===== config.mk =====
export PLATFORM = sky130hd
export DESIGN_NAME = evp_eval_fsm
export DESIGN_NICKNAME = d
export VERILOG_FILES = /design/src/source/evp_types_pkg.sv /design/src/source/evp_ctrl_pkg.sv /design/src/source/evp_eval_fsm.sv
export VERILOG_INCLUDE_DIRS = /design/src /design/src/source
export SDC_FILE = /design/constraint.sdc
export NUM_CORES = 2
export LEC_CHECK = 0
export BUFFER_PORTS_ARGS = -buffer_cell sky130_fd_sc_hd__buf_4
export CAP_MARGIN = 20
export CELL_PAD_IN_SITES_DETAIL_PLACEMENT = 1
export CELL_PAD_IN_SITES_GLOBAL_PLACEMENT = 2
export CORE_ASPECT_RATIO = 0.8
export CORE_MARGIN = 3
export CORE_UTILIZATION = 45
export CTS_BUF_LIST = sky130_fd_sc_hd__clkbuf_4
export CTS_CLUSTER_DIAMETER = 60
export DETAILED_ROUTE_END_ITERATION = 8
export PLACE_DENSITY = 0.9
export SLEW_MARGIN = 10
export SYNTH_ARGS = -nofsm -noshare
export SYNTH_HDL_FRONTEND = slang
export SYNTH_SLANG_ARGS = --single-unit

===== constraint.sdc =====
create_clock -name clk -period 19.05 [get_ports clk]
set_input_delay 2.8575 -clock clk [delete_from_list [all_inputs] [get_ports clk]]
set_output_delay 2.8575 -clock clk [all_outputs]
set_load 0.01 [all_outputs]

===== src/source/evp_config.svh =====
`ifndef EVP_CONFIG_SVH
`define EVP_CONFIG_SVH

// polynomial storage.
`define EVP_SLOTS 8
`define EVP_COEFFS 11
`define EVP_MAX_DEG 10
// degree value of a slot that was never programmed.
`define EVP_DEG_UNSET 31

// sample buffer.
`define EVP_BUF_DEPTH 1024
`define EVP_BUF_AW 10

// data path widths.
`define EVP_DATA_W 16
`define EVP_ACC_W 32

`endif

===== src/source/evp_types_pkg.sv =====
package evp_types_pkg;

	`include "evp_config.svh"

	typedef logic [`EVP_DATA_W-1:0] sample_t;
	typedef logic [`EVP_DATA_W-1:0] coeff_t;

	// powers, partial sums and the final result share this width.
	typedef logic [`EVP_ACC_W-1:0] acc_t;

	typedef logic [$clog2(`EVP_SLOTS)-1:0] slot_t;
	// wide enough to hold the unset marker.
	typedef logic [$clog2(`EVP_DEG_UNSET+1)-1:0] deg_t;

	// flat index, slot * coeffs per slot + k.
	typedef logic [$clog2(`EVP_SLOTS*`EVP_COEFFS)-1:0] coeff_addr_t;
	typedef logic [`EVP_BUF_AW-1:0] buf_addr_t;

	typedef logic [`EVP_ACC_W-1:0] status_t;

endpackage


===== src/source/evp_ctrl_pkg.sv =====
package evp_ctrl_pkg;

	import evp_types_pkg::*;

	typedef enum logic [3:0] {
		idle,
		rd_deg,
		check_deg,
		rd_sample,
		accumulate,
		next_coeff,
		step_power,
		finish,
		fault
	} eval_state_t;

	localparam status_t ST_OK = '0;
	localparam status_t ST_BAD_DEG = status_t'(2);
	// no valid reply is held.
	localparam status_t ST_BUSY = '1;

endpackage


===== src/source/evp_eval_fsm.sv =====
`timescale 1ns/1ps

`include "evp_config.svh"

module evp_eval_fsm
	import evp_types_pkg::*, evp_ctrl_pkg::*;
(
	input logic clk,
	input logic rst,
	input logic start,
	input slot_t start_slot,
	input buf_addr_t start_addr,
	output logic deg_rd_en,
	output slot_t deg_raddr,
	input deg_t deg_rdata,
	output logic coef_rd_en,
	output coeff_addr_t coef_raddr,
	input coeff_t coef_rdata,
	output logic buf_rd_en,
	output buf_addr_t buf_raddr,
	input sample_t buf_rdata,
	output logic done,
	output acc_t eval_result,
	output status_t eval_status
);

	eval_state_t state;
	slot_t slot_q;
	buf_addr_t addr_q;
	deg_t k;
	acc_t power;
	acc_t sum;

	// deg_rdata and buf_rdata hold their value for the whole run,
	// so neither the degree nor x is copied.
	assign deg_rd_en = (state == rd_deg);
	assign deg_raddr = slot_q;
	assign buf_rd_en = (state == rd_sample);
	assign buf_raddr = addr_q;
	assign coef_rd_en = (state == rd_sample) || (state == next_coeff);
	assign coef_raddr = coeff_addr_t'(slot_q * `EVP_COEFFS + k);

	always_ff @(posedge clk or negedge rst)
	begin
		if (!rst)
		begin
			state <= idle;
			done <= 1'b0;
			eval_result <= '0;
			eval_status <= ST_BUSY;
		end
		else
		begin
			done <= 1'b0;
			case (state)
				idle:
					if (start)
						state <= rd_deg;
				rd_deg:
					state <= check_deg;
				check_deg:
					// the unset marker is above the limit too.
					if (deg_rdata > `EVP_MAX_DEG)
						state <= fault;
					else
						state <= rd_sample;
				rd_sample:
					state <= accumulate;
				accumulate:
					if (k == deg_rdata)
						state <= finish;
					else
						state <= next_coeff;
				next_coeff:
					state <= step_power;
				step_power:
					state <= accumulate;
				finish:
				begin
					state <= idle;
					done <= 1'b1;
					eval_result <= sum;
					eval_status <= ST_OK;
				end
				fault:
				begin
					state <= idle;
					done <= 1'b1;
					eval_result <= '0;
					eval_status <= ST_BAD_DEG;
				end
				default:
					state <= idle;
			endcase
		end
	end

	// data path, all products wrap at the accumulator width.
	always_ff @(posedge clk)
	begin
		case (state)
			idle:
				if (start)
				begin
					slot_q <= start_slot;
					addr_q <= start_addr;
				end
			check_deg:
			begin
				k <= '0;
				power <= acc_t'(1);
				sum <= '0;
			end
			accumulate:
			begin
				sum <= sum + acc_t'(coef_rdata) * power;
				// k advances here so next_coeff reads c(k+1).
				if (k != deg_rdata)
					k <= k + 1'b1;
			end
			step_power:
				power <= power * acc_t'(buf_rdata);
			default:
				;
		endcase
	end

endmodule


==> reports/qor.yml <==
status: "complete, no violations"
hold_path_end: "eval_status[1]"
grtUsageTotal: 0.260
dieArea_um2: 67200
start_kind: "primary input"
grt_overflow_total: 0
syn_inst: 3231
final.setup_skew_ns: 0.0273
routed.top_layer: "met4"
cts_hold_buf: 0
io_buffer_count: 140
die-width_um: 289
post-route-min-period_ns: 8.64
synth_flop_cell: "edfxtp_1"
hold_path_class: "reg -> reg"
initial_utilization: 0.457
ys_warn_count: 0
post_cts_resized: 0
drive_gt1_frac: 0.0690
fill_cells: 7483
drv_slew: 0
synth.most_common_cell: "inv_1"
gp_congestion: 0.841
critPathArrivalTime_ns: 9.10
r2r_setup_slack_ns: 11.82
setup_viol: 0
synth_top_area_frac: 0.445
synth_top_cell_by_area: "fa_1"
rsz0062_at_grt: "no"
r2r_start: "power[5]"
drtIter0Drc: 1099
cts.sinks: 121
cpPeakStageDelay_ns: 0.55
h-tree-depth: 4
cp_cell_sequence: "buf_4 -> nand2_1 -> fa_1 -> inv_1 -> fa_1 -> inv_1 -> fa_1 -> inv_1 -> fa_1 -> fa_1 -> inv_1 -> fa_1 -> inv_1 -> ha_1 -> a211oi_2 -> o221ai_1 -> a221oi_1 -> o21ai_1 -> a31oi_1 -> o21ai_1 -> a21oi_1 -> xor2_1 -> nor2_1"
dr_wl_met2_um: 41400
io_pins: 141
firstDrtPassIters: 7
tns_ns: 0
crit_path_top_delay_cell: "fa_1"
fmax_ghz: 0.116
design.core.area_um2: 63100
synth-seq-cells: 121
wl_um: 81600
crit_top_cell: "fa_1"
hpwlAfterDp_um: 63500
insertion_delay_ns: 0.70
post_cts_buffers: 0
die_y_um: 233
yosys.cell_types.count: 59
cts-buffers-inserted: 17
wl_per_cell_um: 20.0
worstRegToRegCells: 23
routed_via_density: 5.20
avgSynthCellArea_um2: 8.93
r2r-end: "sum[30]"
cts_tree: "built"
ant_nets: 0
synthToLayoutAreaGrowth_pct: 6.42
fin_crit_sh: 0.454
nNetsFinal: 4071
drt-met1-wl_um: 34900
hold_depth: 1
wl_met3_um: 3900
num_rows: 82
synth_edf_count: 82
required_ns: 19.50
grt_start_max_net_pins: 40
synth-seq-area-share: 0.119
worst_pin_slew_ns: 0.896
syn_nets: 4070
grt_pass1_vias: 24721
synth_area_um2: 28900
end_kind: "register"
drc: 0
yosys-top-cells-area: "fa_1 45%, inv_1 10%, edfxtp_1 8.5%"
grt_pass1_wl_um: 135000
hold_viol_final: 0
synthArstFlopShare: 0.322
path_clk_slew_ns: 0.13
cts.path.max_buffers: 2
relSlewSlack: 0.399
grt_antenna_before_repair: 2
cap_violations: 0
synth_commonest_cells: "802 x inv_1, 642 x fa_1, 610 x nand2_1"
root_buffer: "clkbuf_4"
hp-start: "eval_status[1]"
vias: 21234
path_max_fanout: 25
path_class: "in -> reg"
[placed cells by master, fill, tap and decap left out, types with 10 or more instances in the layout]
| cell type | n |
|---|---|
| nand3_1 | 12 |
| nand2b_1 | 10 |
| a21oi_1 | 67 |
| xnor2_1 | 78 |
| buf_4 | 173 |
| a211oi_1 | 11 |
| nand2_1 | 610 |
| clkbuf_4 | 17 |
| dfrtp_1 | 37 |
| fa_1 | 642 |
| o21ai_0 | 23 |
| xor2_1 | 34 |
| a21o_1 | 24 |
| ha_1 | 144 |
| and2_1 | 268 |
| nor3_1 | 17 |
| edfxtp_1 | 82 |
| inv_1 | 802 |
| nor2_1 | 74 |
| o21a_1 | 15 |
[how the worst max path moves through the flow]
| stage | cells after the start | to | slack, ns | startpoint |
|---|---|---|---|---|
| 2_1_floorplan | 22 | sum[30] | 10.45 | coef_rdata[3] |
| 3_3_place_gp | 21 | power[30] | 10.02 | buf_rdata[1] |
| 3_5_place_dp | 23 | sum[30] | 9.79 | coef_rdata[7] |
| 4_1_cts | 23 | sum[30] | 10.60 | coef_rdata[7] |
| 5_1_grt | 23 | sum[30] | 10.21 | coef_rdata[7] |
| 6_report | 23 | sum[30] | 10.41 | coef_rdata[7] |
[kinds of logic after synthesis]
| kind of cell | after synthesis | share of synthesized area |
|---|---|---|
| buffers and inverters | 994 | 0.133 |
| AND/OR/NAND/NOR | 1026 | 0.162 |
| flip-flops | 121 | 0.119 |
| XOR/XNOR | 112 | 0.0340 |
| AO/OA/AOI/OAI | 192 | 0.0443 |
| adder cells (fa/ha/maj) | 786 | 0.508 |
[worst max-delay path: cells and delay by family]
family | cells | cell delay [ns]
fa+ha+maj | 7 | 3.33
compound gates | 7 | 1.94
buf+inv | 6 | 0.55
simple gates | 2 | 0.21
xor+xnor | 1 | 0.17
[registers in the layout (all words and copies together) (netlist names)]
| name | count |
|---|---|
| k | 5 |
| buf_raddr | 10 |
| eval_status | 2 |
| state | 4 |
| power | 32 |
| sum | 32 |
| done | 1 |
| eval_result | 32 |
| deg_raddr | 3 |
[per-stage QoR]
| step | hold WS (ns) | instance area [um2] | utilization | std cells | worst slack [ns] |
|---|---|---|---|---|---|
| 6_report | 0.519 | 30700 | 0.487 | 4086 | 10.41 |
| 3_5_place_dp | 0.502 | 30400 | 0.482 | 4052 | 9.79 |
| 5_1_grt | 0.538 | 30700 | 0.487 | 4086 | 10.21 |
| 4_1_cts | 0.521 | 30700 | 0.487 | 4084 | 10.60 |
| 2_1_floorplan | 0.458 | 28900 | - | 3231 | 10.45 |
| 3_3_place_gp | 0.500 | 30400 | 0.482 | 4051 | 10.02 |
[cell type report]
cell class / instances / area (um2) / share of cell area
clock inverters: 15 / 166 / 0.00542
diodes: 1 / 2.50 / 0.0000815
well taps: 840 / 1050 / 0.0342
repair buffers: 174 / 1320 / 0.0429
multi-input cells: 2116 / 21600 / 0.703
clock buffers: 17 / 128 / 0.00415
flip-flops and latches: 121 / 3440 / 0.112
inverters: 802 / 3010 / 0.0980
[per-layer routing]
layer / vias to the layer above / GRT usage
met2: 475 / 0.447
li1: 9279 / -
met4: 0 / 0.0601
met1: 11381 / 0.346
met5: - / 0
met3: 99 / 0.0425
Power is left out: the tool's default activity adds up to more than one toggle a clock period on the data nets, which glitch-free logic cannot reach.
