`src/source/evp_config.svh`:
```
`ifndef EVP_CONFIG_SVH
`define EVP_CONFIG_SVH

// polynomial storage.
`define EVP_SLOTS 8
`define EVP_COEFFS 11
`define EVP_MAX_DEG 10
// degree value of a slot that was never programmed.
`define EVP_DEG_UNSET 31

// sample buffer.
`define EVP_BUF_DEPTH 1024
`define EVP_BUF_AW 10

// data path widths.
`define EVP_DATA_W 16
`define EVP_ACC_W 32

`endif
```
`src/source/evp_types_pkg.sv`:
```
package evp_types_pkg;

	`include "evp_config.svh"

	typedef logic [`EVP_DATA_W-1:0] sample_t;
	typedef logic [`EVP_DATA_W-1:0] coeff_t;

	// powers, partial sums and the final result share this width.
	typedef logic [`EVP_ACC_W-1:0] acc_t;

	typedef logic [$clog2(`EVP_SLOTS)-1:0] slot_t;
	// wide enough to hold the unset marker.
	typedef logic [$clog2(`EVP_DEG_UNSET+1)-1:0] deg_t;

	// flat index, slot * coeffs per slot + k.
	typedef logic [$clog2(`EVP_SLOTS*`EVP_COEFFS)-1:0] coeff_addr_t;
	typedef logic [`EVP_BUF_AW-1:0] buf_addr_t;

	typedef logic [`EVP_ACC_W-1:0] status_t;

endpackage

```
`src/source/evp_ctrl_pkg.sv`:
```
package evp_ctrl_pkg;

	import evp_types_pkg::*;

	typedef enum logic [3:0] {
		idle,
		rd_deg,
		check_deg,
		rd_sample,
		accumulate,
		next_coeff,
		step_power,
		finish,
		fault
	} eval_state_t;

	localparam status_t ST_OK = '0;
	localparam status_t ST_BAD_DEG = status_t'(2);
	// no valid reply is held.
	localparam status_t ST_BUSY = '1;

endpackage

```
`src/source/evp_cmd_port.sv`:
```
`timescale 1ns/1ps

module evp_cmd_port
	import evp_types_pkg::*, evp_ctrl_pkg::*;
(
	input logic clk,
	input logic rst,
	input logic req,
	input slot_t slot,
	input buf_addr_t sample_addr,
	output logic ack,
	output acc_t result,
	output status_t status,
	output logic start,
	output slot_t start_slot,
	output buf_addr_t start_addr,
	input logic done,
	input acc_t eval_result,
	input status_t eval_status
);

	typedef enum logic [1:0] {cmd_wait, cmd_busy, cmd_reply} cmd_state_t;

	cmd_state_t state;
	logic take;

	assign take = (state == cmd_wait) && req && !ack;

	always_ff @(posedge clk or negedge rst)
	begin
		if (!rst)
		begin
			state <= cmd_wait;
			ack <= 1'b0;
			start <= 1'b0;
			result <= '0;
			status <= ST_BUSY;
		end
		else
		begin
			start <= 1'b0;
			case (state)
				cmd_wait:
					if (take)
					begin
						start <= 1'b1;
						result <= '0;
						status <= ST_BUSY;
						state <= cmd_busy;
					end
				cmd_busy:
					if (done)
					begin
						result <= eval_result;
						status <= eval_status;
						ack <= 1'b1;
						state <= cmd_reply;
					end
				cmd_reply:
					// reply held as long as the requester keeps req up.
					if (!req)
					begin
						ack <= 1'b0;
						state <= cmd_wait;
					end
				default:
					state <= cmd_wait;
			endcase
		end
	end

	always_ff @(posedge clk)
	begin
		if (take)
		begin
			start_slot <= slot;
			start_addr <= sample_addr;
		end
	end

endmodule

```
`config.mk`:
```
export PLATFORM = sky130hd
export DESIGN_NAME = evp_cmd_port
export DESIGN_NICKNAME = d
export VERILOG_FILES = /design/src/source/evp_types_pkg.sv /design/src/source/evp_ctrl_pkg.sv /design/src/source/evp_cmd_port.sv
export VERILOG_INCLUDE_DIRS = /design/src /design/src/source
export SDC_FILE = /design/constraint.sdc
export NUM_CORES = 1
export LEC_CHECK = 0
export BUFFER_PORTS_ARGS = -buffer_cell sky130_fd_sc_hd__buf_4
export CAP_MARGIN = 40
export CORE_AREA = 2 2 82 84
export DETAILED_ROUTE_END_ITERATION = 6
export DIE_AREA = 0 0 84 86
export MAX_ROUTING_LAYER = met4
export PLACE_DENSITY = 0.82
export SETUP_SLACK_MARGIN = 0.5
export SLEW_MARGIN = 10
export SYNTH_ARGS = -nofsm -noshare
export SYNTH_HDL_FRONTEND = slang
export SYNTH_SLANG_ARGS = --single-unit
```
`constraint.sdc`:
```
create_clock -name clk -period 5.9 [get_ports clk]
set_clock_uncertainty 0.1 [all_clocks]
set_input_delay 0.295 -clock clk [delete_from_list [all_inputs] [get_ports clk]]
set_output_delay 0.295 -clock clk [all_outputs]
set_load 0.02 [all_outputs]
```
==> out/qor.yml, run 1 <==
outcome:
  status: "finished clean"
worst_setup_path:
  start_kind: "flop"
  r2r_end: "status[11]"
  worst_setup_path_endpoint: "status[11]"
  path_buf_inv: 0
  crit_arrival_ns: 2.20
  cp_data_required_time_ns: 6.08
  crit_cells: 3
  critPathKind: "reg2reg"
  critPathCaptureType: "flop"
  r2r-start: "state[0]"
  r2r_setup_slack_ns: 3.88
  critical_path.top_delay_family: "compound AO/OA/AOI/OAI gates"
  worst_path_max_delay_cell: "a21oi_4"
  r2r_cells: 3
  cp_max_fo: 32
  cp_cell_sequence: "or3b_4, a21oi_4, o22a_1"
  critPathLaunch: "state[0]"
  slowest_delay_ns: 0.68
final_layout:
  n_antenna_cell: 0
  final_nets: 418
  area.growth.synth_to_final_pct: 50.6
  final_util_pct: 69.8
  layout-drive-gt1-share_pct: 63.5
yosys:
  synth_ff_type: "dfrtp_1"
  synth-warning-count: 0
  synth_top_family_by_area: "compound AO/OA/AOI/OAI gates"
  yosys.area_share.adder_pct: 0
  netlist_area_um2: 2910
  async_flop_share_pct: 84.0
  avgSynthCellArea_um2: 16.5
  synth_most_common_cell: "dfrtp_1"
  synth_top_area_cell: "dfrtp_1"
  synthXorXnorAreaFrac_pct: 0
  synth_commonest_cells: "dfrtp_1, dfstp_2, o22a_1"
  synth_area_leaders: "dfrtp_1, dfstp_2, edfxtp_1"
  netlist-cell-type-count: 22
  seq_area_frac_synth_pct: 73.2
  syn_nets: 257
  synth_compound_area_share_pct: 21.4
  syn_inst: 176
  synth-simple-area-share_pct: 2.02
  yosysTopAreaCellShare_pct: 30.9
  yosys_register_bits: 81
  synth_edf_count: 13
  synth_mux_area_share_pct: 0
cts:
  clock_path_buffers: 2
  path_clk_slew_ns: 0.08
  cts_hold_buf: 1
  post-cts-setup-buffers: 0
  cts_resized: 0
  cts-buffers-inserted: 9
  cts_max_level: 3
  clk_latency_ns: 0.33
  clock_sinks: 81
  cts-root-buf: "clkbuf_8"
  cts_tree: "done"
sta:
  timing.slew.headroom_pct: 44.5
  worst-slew-pin-transition_ns: 0.830
  setup_tns_ns: 0
  rsz0062_at_grt: "no"
  maxSlewViolCount: 0
  setup_viol: 0
  holdWs_ns: 0.0317
  max_freq_mhz: 494
  fin_ws_ns: 3.88
  hold_viol_final: 0
  fin_crit_sh_pct: 34.3
  fin_crit_ns: 2.02
power:
  leakage_nw: 2.05
  p_total_mw: 2.33
  p_int_mw: 1.51
  comb_power_share_pct: 40.5
  p_sw_uw: 818
  vdd_drop_max_mv: 0.283
  pwr-share-seq_pct: 41.2
  netSwitchingFraction_pct: 35.1
  p_clk_share_pct: 18.3
  p_per_area_nw_per_um2: 531
global_route:
  grt_usage_pct: 21.2
  grt_max_degree: 69
  grt_pass1_wl_mm: 11.4
  overflow: 0
  grt_pass1_vias: 2251
  antenna_found_initial: 0
die:
  die_h_um: 86
  die_area_um2: 7220
  rows: 29
  coreArea_um2: 6280
  initial_utilization_pct: 46.4
  ios: 160
  die_w_um: 84
min_path:
  whs_path_depth: 1
  hp-class: "in2reg"
drt:
  route.final.wire_length_mm: 7.33
  dr.first_iter.drc_count: 80
  drc: 0
  vias: 2178
  firstDrtPassIters: 4
  avgViaCountPerCell: 5.20
  post_drt_wl_per_cell_um: 17.5
  detail-route-antenna-nets: 0
placement:
  preCtsSetupSlack_ns: 3.87
  io_buffer_count: 159
  place.gp.congestion: 0.737
  dp.final_hpwl_mm: 5.17
flow_run:
  maxCapViolations: 0
==> worst reg2reg max path, delay by kind of cell, from the launching register on <==
kind / cells / cell delay (ns)
DFF: 1 / 0.45
and+or+nand+nor: 1 / 0.45
AOI/OAI and AO/OA: 2 / 0.97
==> cell usage in the layout (no fill, tap or decap), drive strengths merged <==
| master | count |
|---|---|
| clkinvlp | 1 |
| a21o | 2 |
| clkbuf | 10 |
| nand2 | 3 |
| edfxtp | 13 |
| dfrtp | 36 |
| o22a | 32 |
| o21ai | 3 |
| dfstp | 32 |
| buf | 162 |
| a22o | 32 |
| dlygate4sd3 | 1 |
| bufinv | 2 |
| or3b | 1 |
| clkinv | 3 |
| nor2b | 1 |
| nor4b | 2 |
| nor3 | 1 |
| a21oi | 2 |
| inv | 3 |
==> registers in the layout, summed over array words and instances (netlist names) <==
| name | count |
|---|---|
| start | 1 |
| start_slot | 3 |
| status | 32 |
| result | 32 |
| state | 2 |
| ack | 1 |
| start_addr | 10 |
==> logic make-up after synthesis <==
group | after synthesis
AO/OA/AOI/OAI | 71
buffers and inverters | 16
flip-flops | 81
AND/OR/NAND/NOR | 8
==> how the worst min path moves through the flow <==
| stage | start | endpoint |
|---|---|---|
| 2_1_floorplan | rst | ack |
| 3_3_place_gp | rst | result[26] |
| 3_5_place_dp | rst | result[0] |
| 4_1_cts | slot[0] | start_slot[0] |
| 5_1_grt | sample_addr[5] | start_addr[5] |
| 6_report | sample_addr[8] | start_addr[8] |
==> power groups by stage <==
stage / combinational [mW] / clock [mW] / sequential, mW
floorplan: 0.343 / 0 / 1.17
detailed placement: 0.957 / 0 / 0.965
global placement: 0.909 / 0 / 0.957
CTS: 0.956 / 0.434 / 0.960
finish: 0.944 / 0.426 / 0.959
global route: 1.01 / 0.459 / 0.984
==> layout make-up <==
type	count	area [um2]
well taps	77	96.3
fillers	464	1890
multi-input cells	79	693
repair buffers	163	1240
inverters	3	11.3
flip-flops and latches	81	2130
clock inverters	6	82.6
clock buffers	10	128
==> through the flow <==
step,std cells,area [um2]
after detailed placement,402,4160
final,419,4380
after CTS,419,4380
after global routing,419,4380
after floorplan,176,2910
after global placement,400,4130
==> routing by layer <==
| layer | GRT usage [%] | routed length [um] | vias to the layer above |
|---|---|---|---|
| met1 | 26.8 | 3150 | 1061 |
| met4 | 6.16 | 80 | 0 |
| met5 | - | 0 | - |
| li1 | - | - | 997 |
| met3 | 6.35 | 496 | 9 |
| met2 | 33.6 | 3600 | 111 |
Power figures use the tool's default switching activity.
==> run 2, diff against run 1 <==
--- a/config.mk
+++ b/config.mk
@@ -8,11 +8,11 @@
 export LEC_CHECK = 0
 export BUFFER_PORTS_ARGS = -buffer_cell sky130_fd_sc_hd__buf_4
 export CAP_MARGIN = 40
-export CORE_AREA = 2 2 82 84
+export CORE_AREA = 2 2 85 87
 export DETAILED_ROUTE_END_ITERATION = 6
-export DIE_AREA = 0 0 84 86
+export DIE_AREA = 0 0 87 89
 export MAX_ROUTING_LAYER = met4
-export PLACE_DENSITY = 0.82
+export PLACE_DENSITY = 0.77
 export SETUP_SLACK_MARGIN = 0.5
 export SLEW_MARGIN = 10
 export SYNTH_ARGS = -nofsm -noshare
==> constraint.sdc (replaced) <==
create_clock -name clk -period 2 [get_ports clk]
set_clock_uncertainty 0.1 [all_clocks]
set_input_delay 0.1 -clock clk [delete_from_list [all_inputs] [get_ports clk]]
set_output_delay 0.1 -clock clk [all_outputs]
set_load 0.02 [all_outputs]
==> out/qor.yml, run 2 (synthesis results as in run 1) <==
final_layout:
  fillCellCount: 385  # -17%
  final_nets: 503  # +20%
  layout-drive-gt1-share_pct: 53.2  # -10 points
  final_cell_mix: "buf_4, dlygate4sd3_1, dfrtp_1"
  layout.area.seq_um2: 2140  # +0.18%
  multi_input_area_um2: 741  # +6.9%
  n_antenna_cell: 0  # unchanged
  layout_commonest_cell: "buf_4"
  final_area_um2: 5260  # +20%
  reg_top3: "result: 32 flops, status: 32 flops, start_addr: 10 flops"
  area.growth.synth_to_final_pct: 80.8
worst_setup_path:
  r2r_setup_slack_ns: 0.42  # -3.46 ns
  crit_arrival_ns: 1.72  # -0.48 ns
  cp_data_required_time_ns: 2.14  # -3.94 ns
  start_kind: "flop"
  critPathCaptureType: "flop"
  r2r_cells: 3  # unchanged
  critPathKind: "reg2reg"
  cp_max_fo: 16  # -50%
global_route:
  grt_max_degree: 69  # unchanged
  grt_usage_pct: 23.4  # +2.2 points
  grt_pass1_wl_mm: 13.1  # +15%
  antenna_found_initial: 0  # unchanged
  grt_pass1_vias: 2679  # +19%
  overflow: 0  # unchanged
sta:
  timing.slew.headroom_pct: 45.4  # +0.87 points
  setup_viol: 0  # unchanged
  fin_ws_ns: 0.416  # -3.46 ns
  maxSlewViolCount: 0  # unchanged
  hold_viol_final: 0  # unchanged
  holdWs_ns: 0.218  # +0.186 ns
  fin_crit_ns: 1.58  # -0.441 ns
  max_freq_mhz: 631  # +28%
  setup_tns_ns: 0  # unchanged
  rsz0062_at_grt: "yes"
  worst-slew-pin-transition_ns: 0.819  # -0.0112 ns
  fin_crit_sh_pct: 79.2  # +45 points
cts:
  clock_sinks: 81  # unchanged
  cts_max_level: 3  # unchanged
  path_clk_slew_ns: 0.10  # +0.02 ns
  cts-buffers-inserted: 9  # unchanged
  cts_tree: "done"
  clock_path_buffers: 2  # unchanged
  clk_latency_ns: 0.34  # about the same
  cts-root-buf: "clkbuf_8"
placement:
  place_area_um2: 4190  # +0.63%
  io_buffer_count: 159  # unchanged
  place.gp.congestion: 0.770  # +4.4%
  preCtsSetupSlack_ns: 0.266  # -3.60 ns
  dp.final_hpwl_mm: 4.79  # -7.4%
die:
  ios: 160  # unchanged
  die_h_um: 89  # +3.5%
  die_w_um: 87  # +3.6%
  initial_utilization_pct: 43.3  # -3.0 points
  coreArea_um2: 6720  # +7.0%
  die_area_um2: 7740  # +7.2%
  rows: 30  # +3.4%
drt:
  dr.first_iter.drc_count: 74  # -7.5%
  detail-route-antenna-nets: 0  # unchanged
  vias: 2560  # +18%
  firstDrtPassIters: 4  # unchanged
  route.final.wire_length_mm: 8.91  # +22%
  post_drt_wl_per_cell_um: 17.6  # +0.47%
  drc: 0  # unchanged
  avgViaCountPerCell: 5.05  # -2.9%
power:
  p_per_area_nw_per_um2: 1360  # +160%
  p_total_mw: 7.18  # +210%
  leakage_nw: 2.42  # +18%
  vdd_drop_max_mv: 0.738  # +160%
outcome:
  status: "finished clean"
min_path:
  hp-class: "in2reg"
  whs_path_depth: 3  # +2
flow_run:
  maxCapViolations: 0  # unchanged
==> run 2: repair_timing <==
item,CTS,global route
buffers inserted,2,0
cloned,2,0
hold endpoints to repair,117,0
gates resized for setup,6,2
endpoints found under the setup margin,65,78
pin swaps,7,4
hold buffers,80,0
==> run 2: cell type report <==
cell class | count | share of cell area [%]
Inverter | 3 | 0.214
Clock inverter | 7 | 1.55
Sequential cell | 81 | 40.6
Timing Repair Buffer | 246 | 39.3
Tap cell | 80 | 1.90
Clock buffer | 9 | 2.35
Multi-Input combinational cell | 81 | 14.1
==> run 2: final timing paths <==
| kind | from | endpoint |
|---|---|---|
| min reg2reg | result[0] | result[0] |
| min | req | start_addr[0] |
| max | ack | result[24] |
| max in group asynchronous | rst | ack |
| min in group asynchronous | rst | result[22] |
| max reg2reg | ack | result[24] |
==> run 2: worst max-delay path, stage by stage, from the launching register on <==
cell	delay, ns
dfrtp_2	0.41
or3b_4	0.45
a21o_4	0.30
a22o_1	0.22
==> run 2: metrics by stage <==
step	instances	utilization [%]
3_3_place_gp	407	62.4
6_report	507	78.3
2_1_floorplan	176	-
3_5_place_dp	407	62.4
4_1_cts	507	78.2
5_1_grt	507	78.3
==> run 2: layer usage <==
| metal | share of wire (%) | track usage, % |
|---|---|---|
| met5 | 0 | - |
| met3 | 5.8 | 5.17 |
| met4 | 1.6 | 6.96 |
| met1 | 39 | 25.9 |
| met2 | 54 | 42.3 |
==> run 2: where the power goes <==
| group | switching (mW) | total [mW] | leakage [nW] | internal [mW] |
|---|---|---|---|---|
| Clock | 0.629 | 1.23 | 0.102 | 0.599 |
| Combinational | 1.62 | 3.14 | 1.39 | 1.52 |
| Sequential | 0.358 | 2.82 | 0.926 | 2.46 |
==> run 3, diff against run 2 <==
--- a/config.mk
+++ b/config.mk
@@ -8,11 +8,11 @@
 export LEC_CHECK = 0
 export BUFFER_PORTS_ARGS = -buffer_cell sky130_fd_sc_hd__buf_4
 export CAP_MARGIN = 40
-export CORE_AREA = 2 2 85 87
+export CORE_AREA = 2 2 89 91
 export DETAILED_ROUTE_END_ITERATION = 6
-export DIE_AREA = 0 0 87 89
+export DIE_AREA = 0 0 91 93
 export MAX_ROUTING_LAYER = met4
-export PLACE_DENSITY = 0.77
+export PLACE_DENSITY = 0.74
 export SETUP_SLACK_MARGIN = 0.5
 export SLEW_MARGIN = 10
 export SYNTH_ARGS = -nofsm -noshare
==> constraint.sdc (replaced) <==
create_clock -name clk -period 1.3 [get_ports clk]
set_clock_uncertainty 0.1 [all_clocks]
set_input_delay 0.065 -clock clk [delete_from_list [all_inputs] [get_ports clk]]
set_output_delay 0.065 -clock clk [all_outputs]
set_load 0.02 [all_outputs]
==> out/qor.yml, run 3 (synthesis results as in run 1) <==
outcome:
  status: "complete, but fails checks"
  violations: "negative hold slack, negative setup slack"
cts:
  clock_path_buffers: 2  # unchanged
  clk_latency_ns: 0.35  # about the same
  cts_tree: "done"
  path_clk_slew_ns: 0.08  # -0.02 ns
  cts_max_level: 3  # unchanged
  clock_sinks: 81  # unchanged
  cts-buffers-inserted: 9  # unchanged
  cts_hold_buf: 77  # -3.8%
  cts-root-buf: "clkbuf_8"
sta:
  holdWs_ns: -0.179  # -0.397 ns
  timing.slew.headroom_pct: 73.5  # +28 points
  rsz0062_at_grt: "yes"
  setup_tns_ns: -23.52  # -23.52 ns
  hold_viol_final: 66  # +66
  max_freq_mhz: 602  # -4.7%
  setup_viol: 80  # +80
  maxSlewViolCount: 0  # unchanged
  worst-slew-pin-transition_ns: 0.398  # -0.421 ns
  fin_crit_sh_pct: 128  # +49 points
  fin_ws_ns: -0.361  # -0.777 ns
  fin_crit_ns: 1.66  # +0.0772 ns
worst_setup_path:
  cp_max_fo: 8  # -8
  r2r_end: "result[21]"
  start_kind: "flop"
  critPathKind: "reg2reg"
  critPathLaunch: "state[0]"
  r2r_setup_slack_ns: -0.36  # -0.78 ns
  r2r_cells: 4  # +1
  critPathCaptureType: "flop"
  cp_data_required_time_ns: 1.44  # -0.70 ns
  crit_arrival_ns: 1.80  # +0.08 ns
  r2r-start: "state[0]"
global_route:
  met3_usage_pct: 4.11  # -1.1 points
  met2_usage_pct: 40.5  # -1.8 points
  grt_usage_pct: 23.0  # -0.41 points
  grt-busiest-layer: "met2"
  overflow: 0  # unchanged
  grt_max_degree: 33  # -52%
  antenna_found_initial: 0  # unchanged
  grtUsageMet1_pct: 26.3  # +0.33 points
  grt_pass1_wl_mm: 14.7  # +12%
  grt_pass1_vias: 2937  # +9.6%
power:
  comb_power_share_pct: 50.8  # +7.1 points
  vdd_drop_max_mv: 1.10  # +49%
  leakage_nw: 2.75  # +14%
  p_sw_mw: 4.53  # +74%
  p_int_mw: 8.32  # +82%
  p_clk_share_pct: 14.6  # -2.5 points
  pwr-share-seq_pct: 34.6  # -4.6 points
  netSwitchingFraction_pct: 35.2  # -1.1 points
  p_per_area_nw_per_um2: 2130  # +56%
drt:
  post_drt_wl_per_cell_um: 18.0  # +2.5%
  detail-route-antenna-nets: 0  # unchanged
  route.final.wire_length_mm: 10.3  # +16%
  firstDrtPassIters: 5  # +1
  drc: 0  # unchanged
  vias: 2791  # +9.0%
  dr.first_iter.drc_count: 106  # +43%
  avgViaCountPerCell: 4.86  # -3.7%
final_layout:
  layout.area.seq_um2: 2130  # about the same
  multi_input_area_um2: 756  # +2.0%
  n_antenna_cell: 0  # unchanged
  layout-drive-gt1-share_pct: 59.3  # +6.2 points
  final_util_pct: 80.1  # +1.7 points
  final_nets: 548  # +8.9%
  reg_top3: "result: 32 flops, status: 32 flops, start_addr: 10 flops"
  final_cell_mix: "buf_4, buf_6, dlygate4sd3_1"
  fillCellCount: 403  # +4.7%
  layout_commonest_cell: "buf_4"
  area.growth.synth_to_final_pct: 107
placement:
  dp.final_hpwl_mm: 4.97  # +3.7%
  place.gp.congestion: 0.752  # -2.3%
  io_buffer_count: 159  # unchanged
die:
  initial_utilization_pct: 38.7  # -4.7 points
  die_area_um2: 8460  # +9.3%
  ios: 160  # unchanged
  die_h_um: 93  # +4.5%
  die_w_um: 91  # +4.6%
  rows: 32  # +6.7%
  coreArea_um2: 7530  # +12%
min_path:
  hp-class: "in2async"
flow_run:
  maxCapViolations: 0  # unchanged
run 3: changes by cell type in the layout (fill, tap and decap cells not counted), sizes merged:
cell / before / now
clkbuf: 9 / 10
clkinvlp: 1 / 4
inv: 8 / 5
buf: 166 / 213
dlygate4sd3: 80 / 77
run 3: metal layers:
layer  share of wire, %  wire [um]  vias up
li1                   -          -     1267
met1                 40       4110     1380
met2                 53       5490      121
met3                4.7        483       23
met4                2.5        254        0
met5                  0          0        -
run 3: timing repair:
item / in CTS / in global routing
pin swaps: 2 / 3
buffers inserted: 17 / 21
resized for setup: 89 / 11
cloned: 0 / 3
endpoints found under the setup margin: 160 / 160
hold endpoints to repair: 144 / 66
run 3: metrics by stage:
step	setup slack (ns)	total power, mW	area (um2)	cells
floorplan	-0.324	7.01	2960	176
global placement	-0.276	8.91	4360	440
detailed placement	-0.292	9.04	4360	440
CTS	-0.306	12.1	5780	550
global route	-0.386	13.4	6030	574
finish	-0.361	12.8	6030	574
run 3: worst max path at each step:
stage | to
after global placement | result[4]
after CTS | result[4]
after detailed placement | result[4]
final | result[21]
after global routing | status[21]
after floorplan | result[0]
run 3: power by group through the flow:
stage	combinational (mW)	clock, mW	sequential (mW)
after floorplan	1.68	0	5.34
after global placement	4.64	0	4.28
after detailed placement	4.75	0	4.29
after CTS	5.76	1.91	4.40
after global routing	6.83	2.03	4.53
final	6.53	1.88	4.44
run 3: final cells by class:
cell class	count	area share [%]
Inverter	3	0.187
Tap cell	102	2.12
Sequential cell	81	35.4
Multi-Input combinational cell	81	12.5
Clock inverter	7	1.29
Timing Repair Buffer	291	46.4
Clock buffer	9	2.06
run 3: worst max-delay path: stages, from the launching register on:
cell and delay, ns:
dfrtp_2 0.42, or3b_4 0.42, buf_4 0.16, a21o_4 0.25, a22o_1 0.20
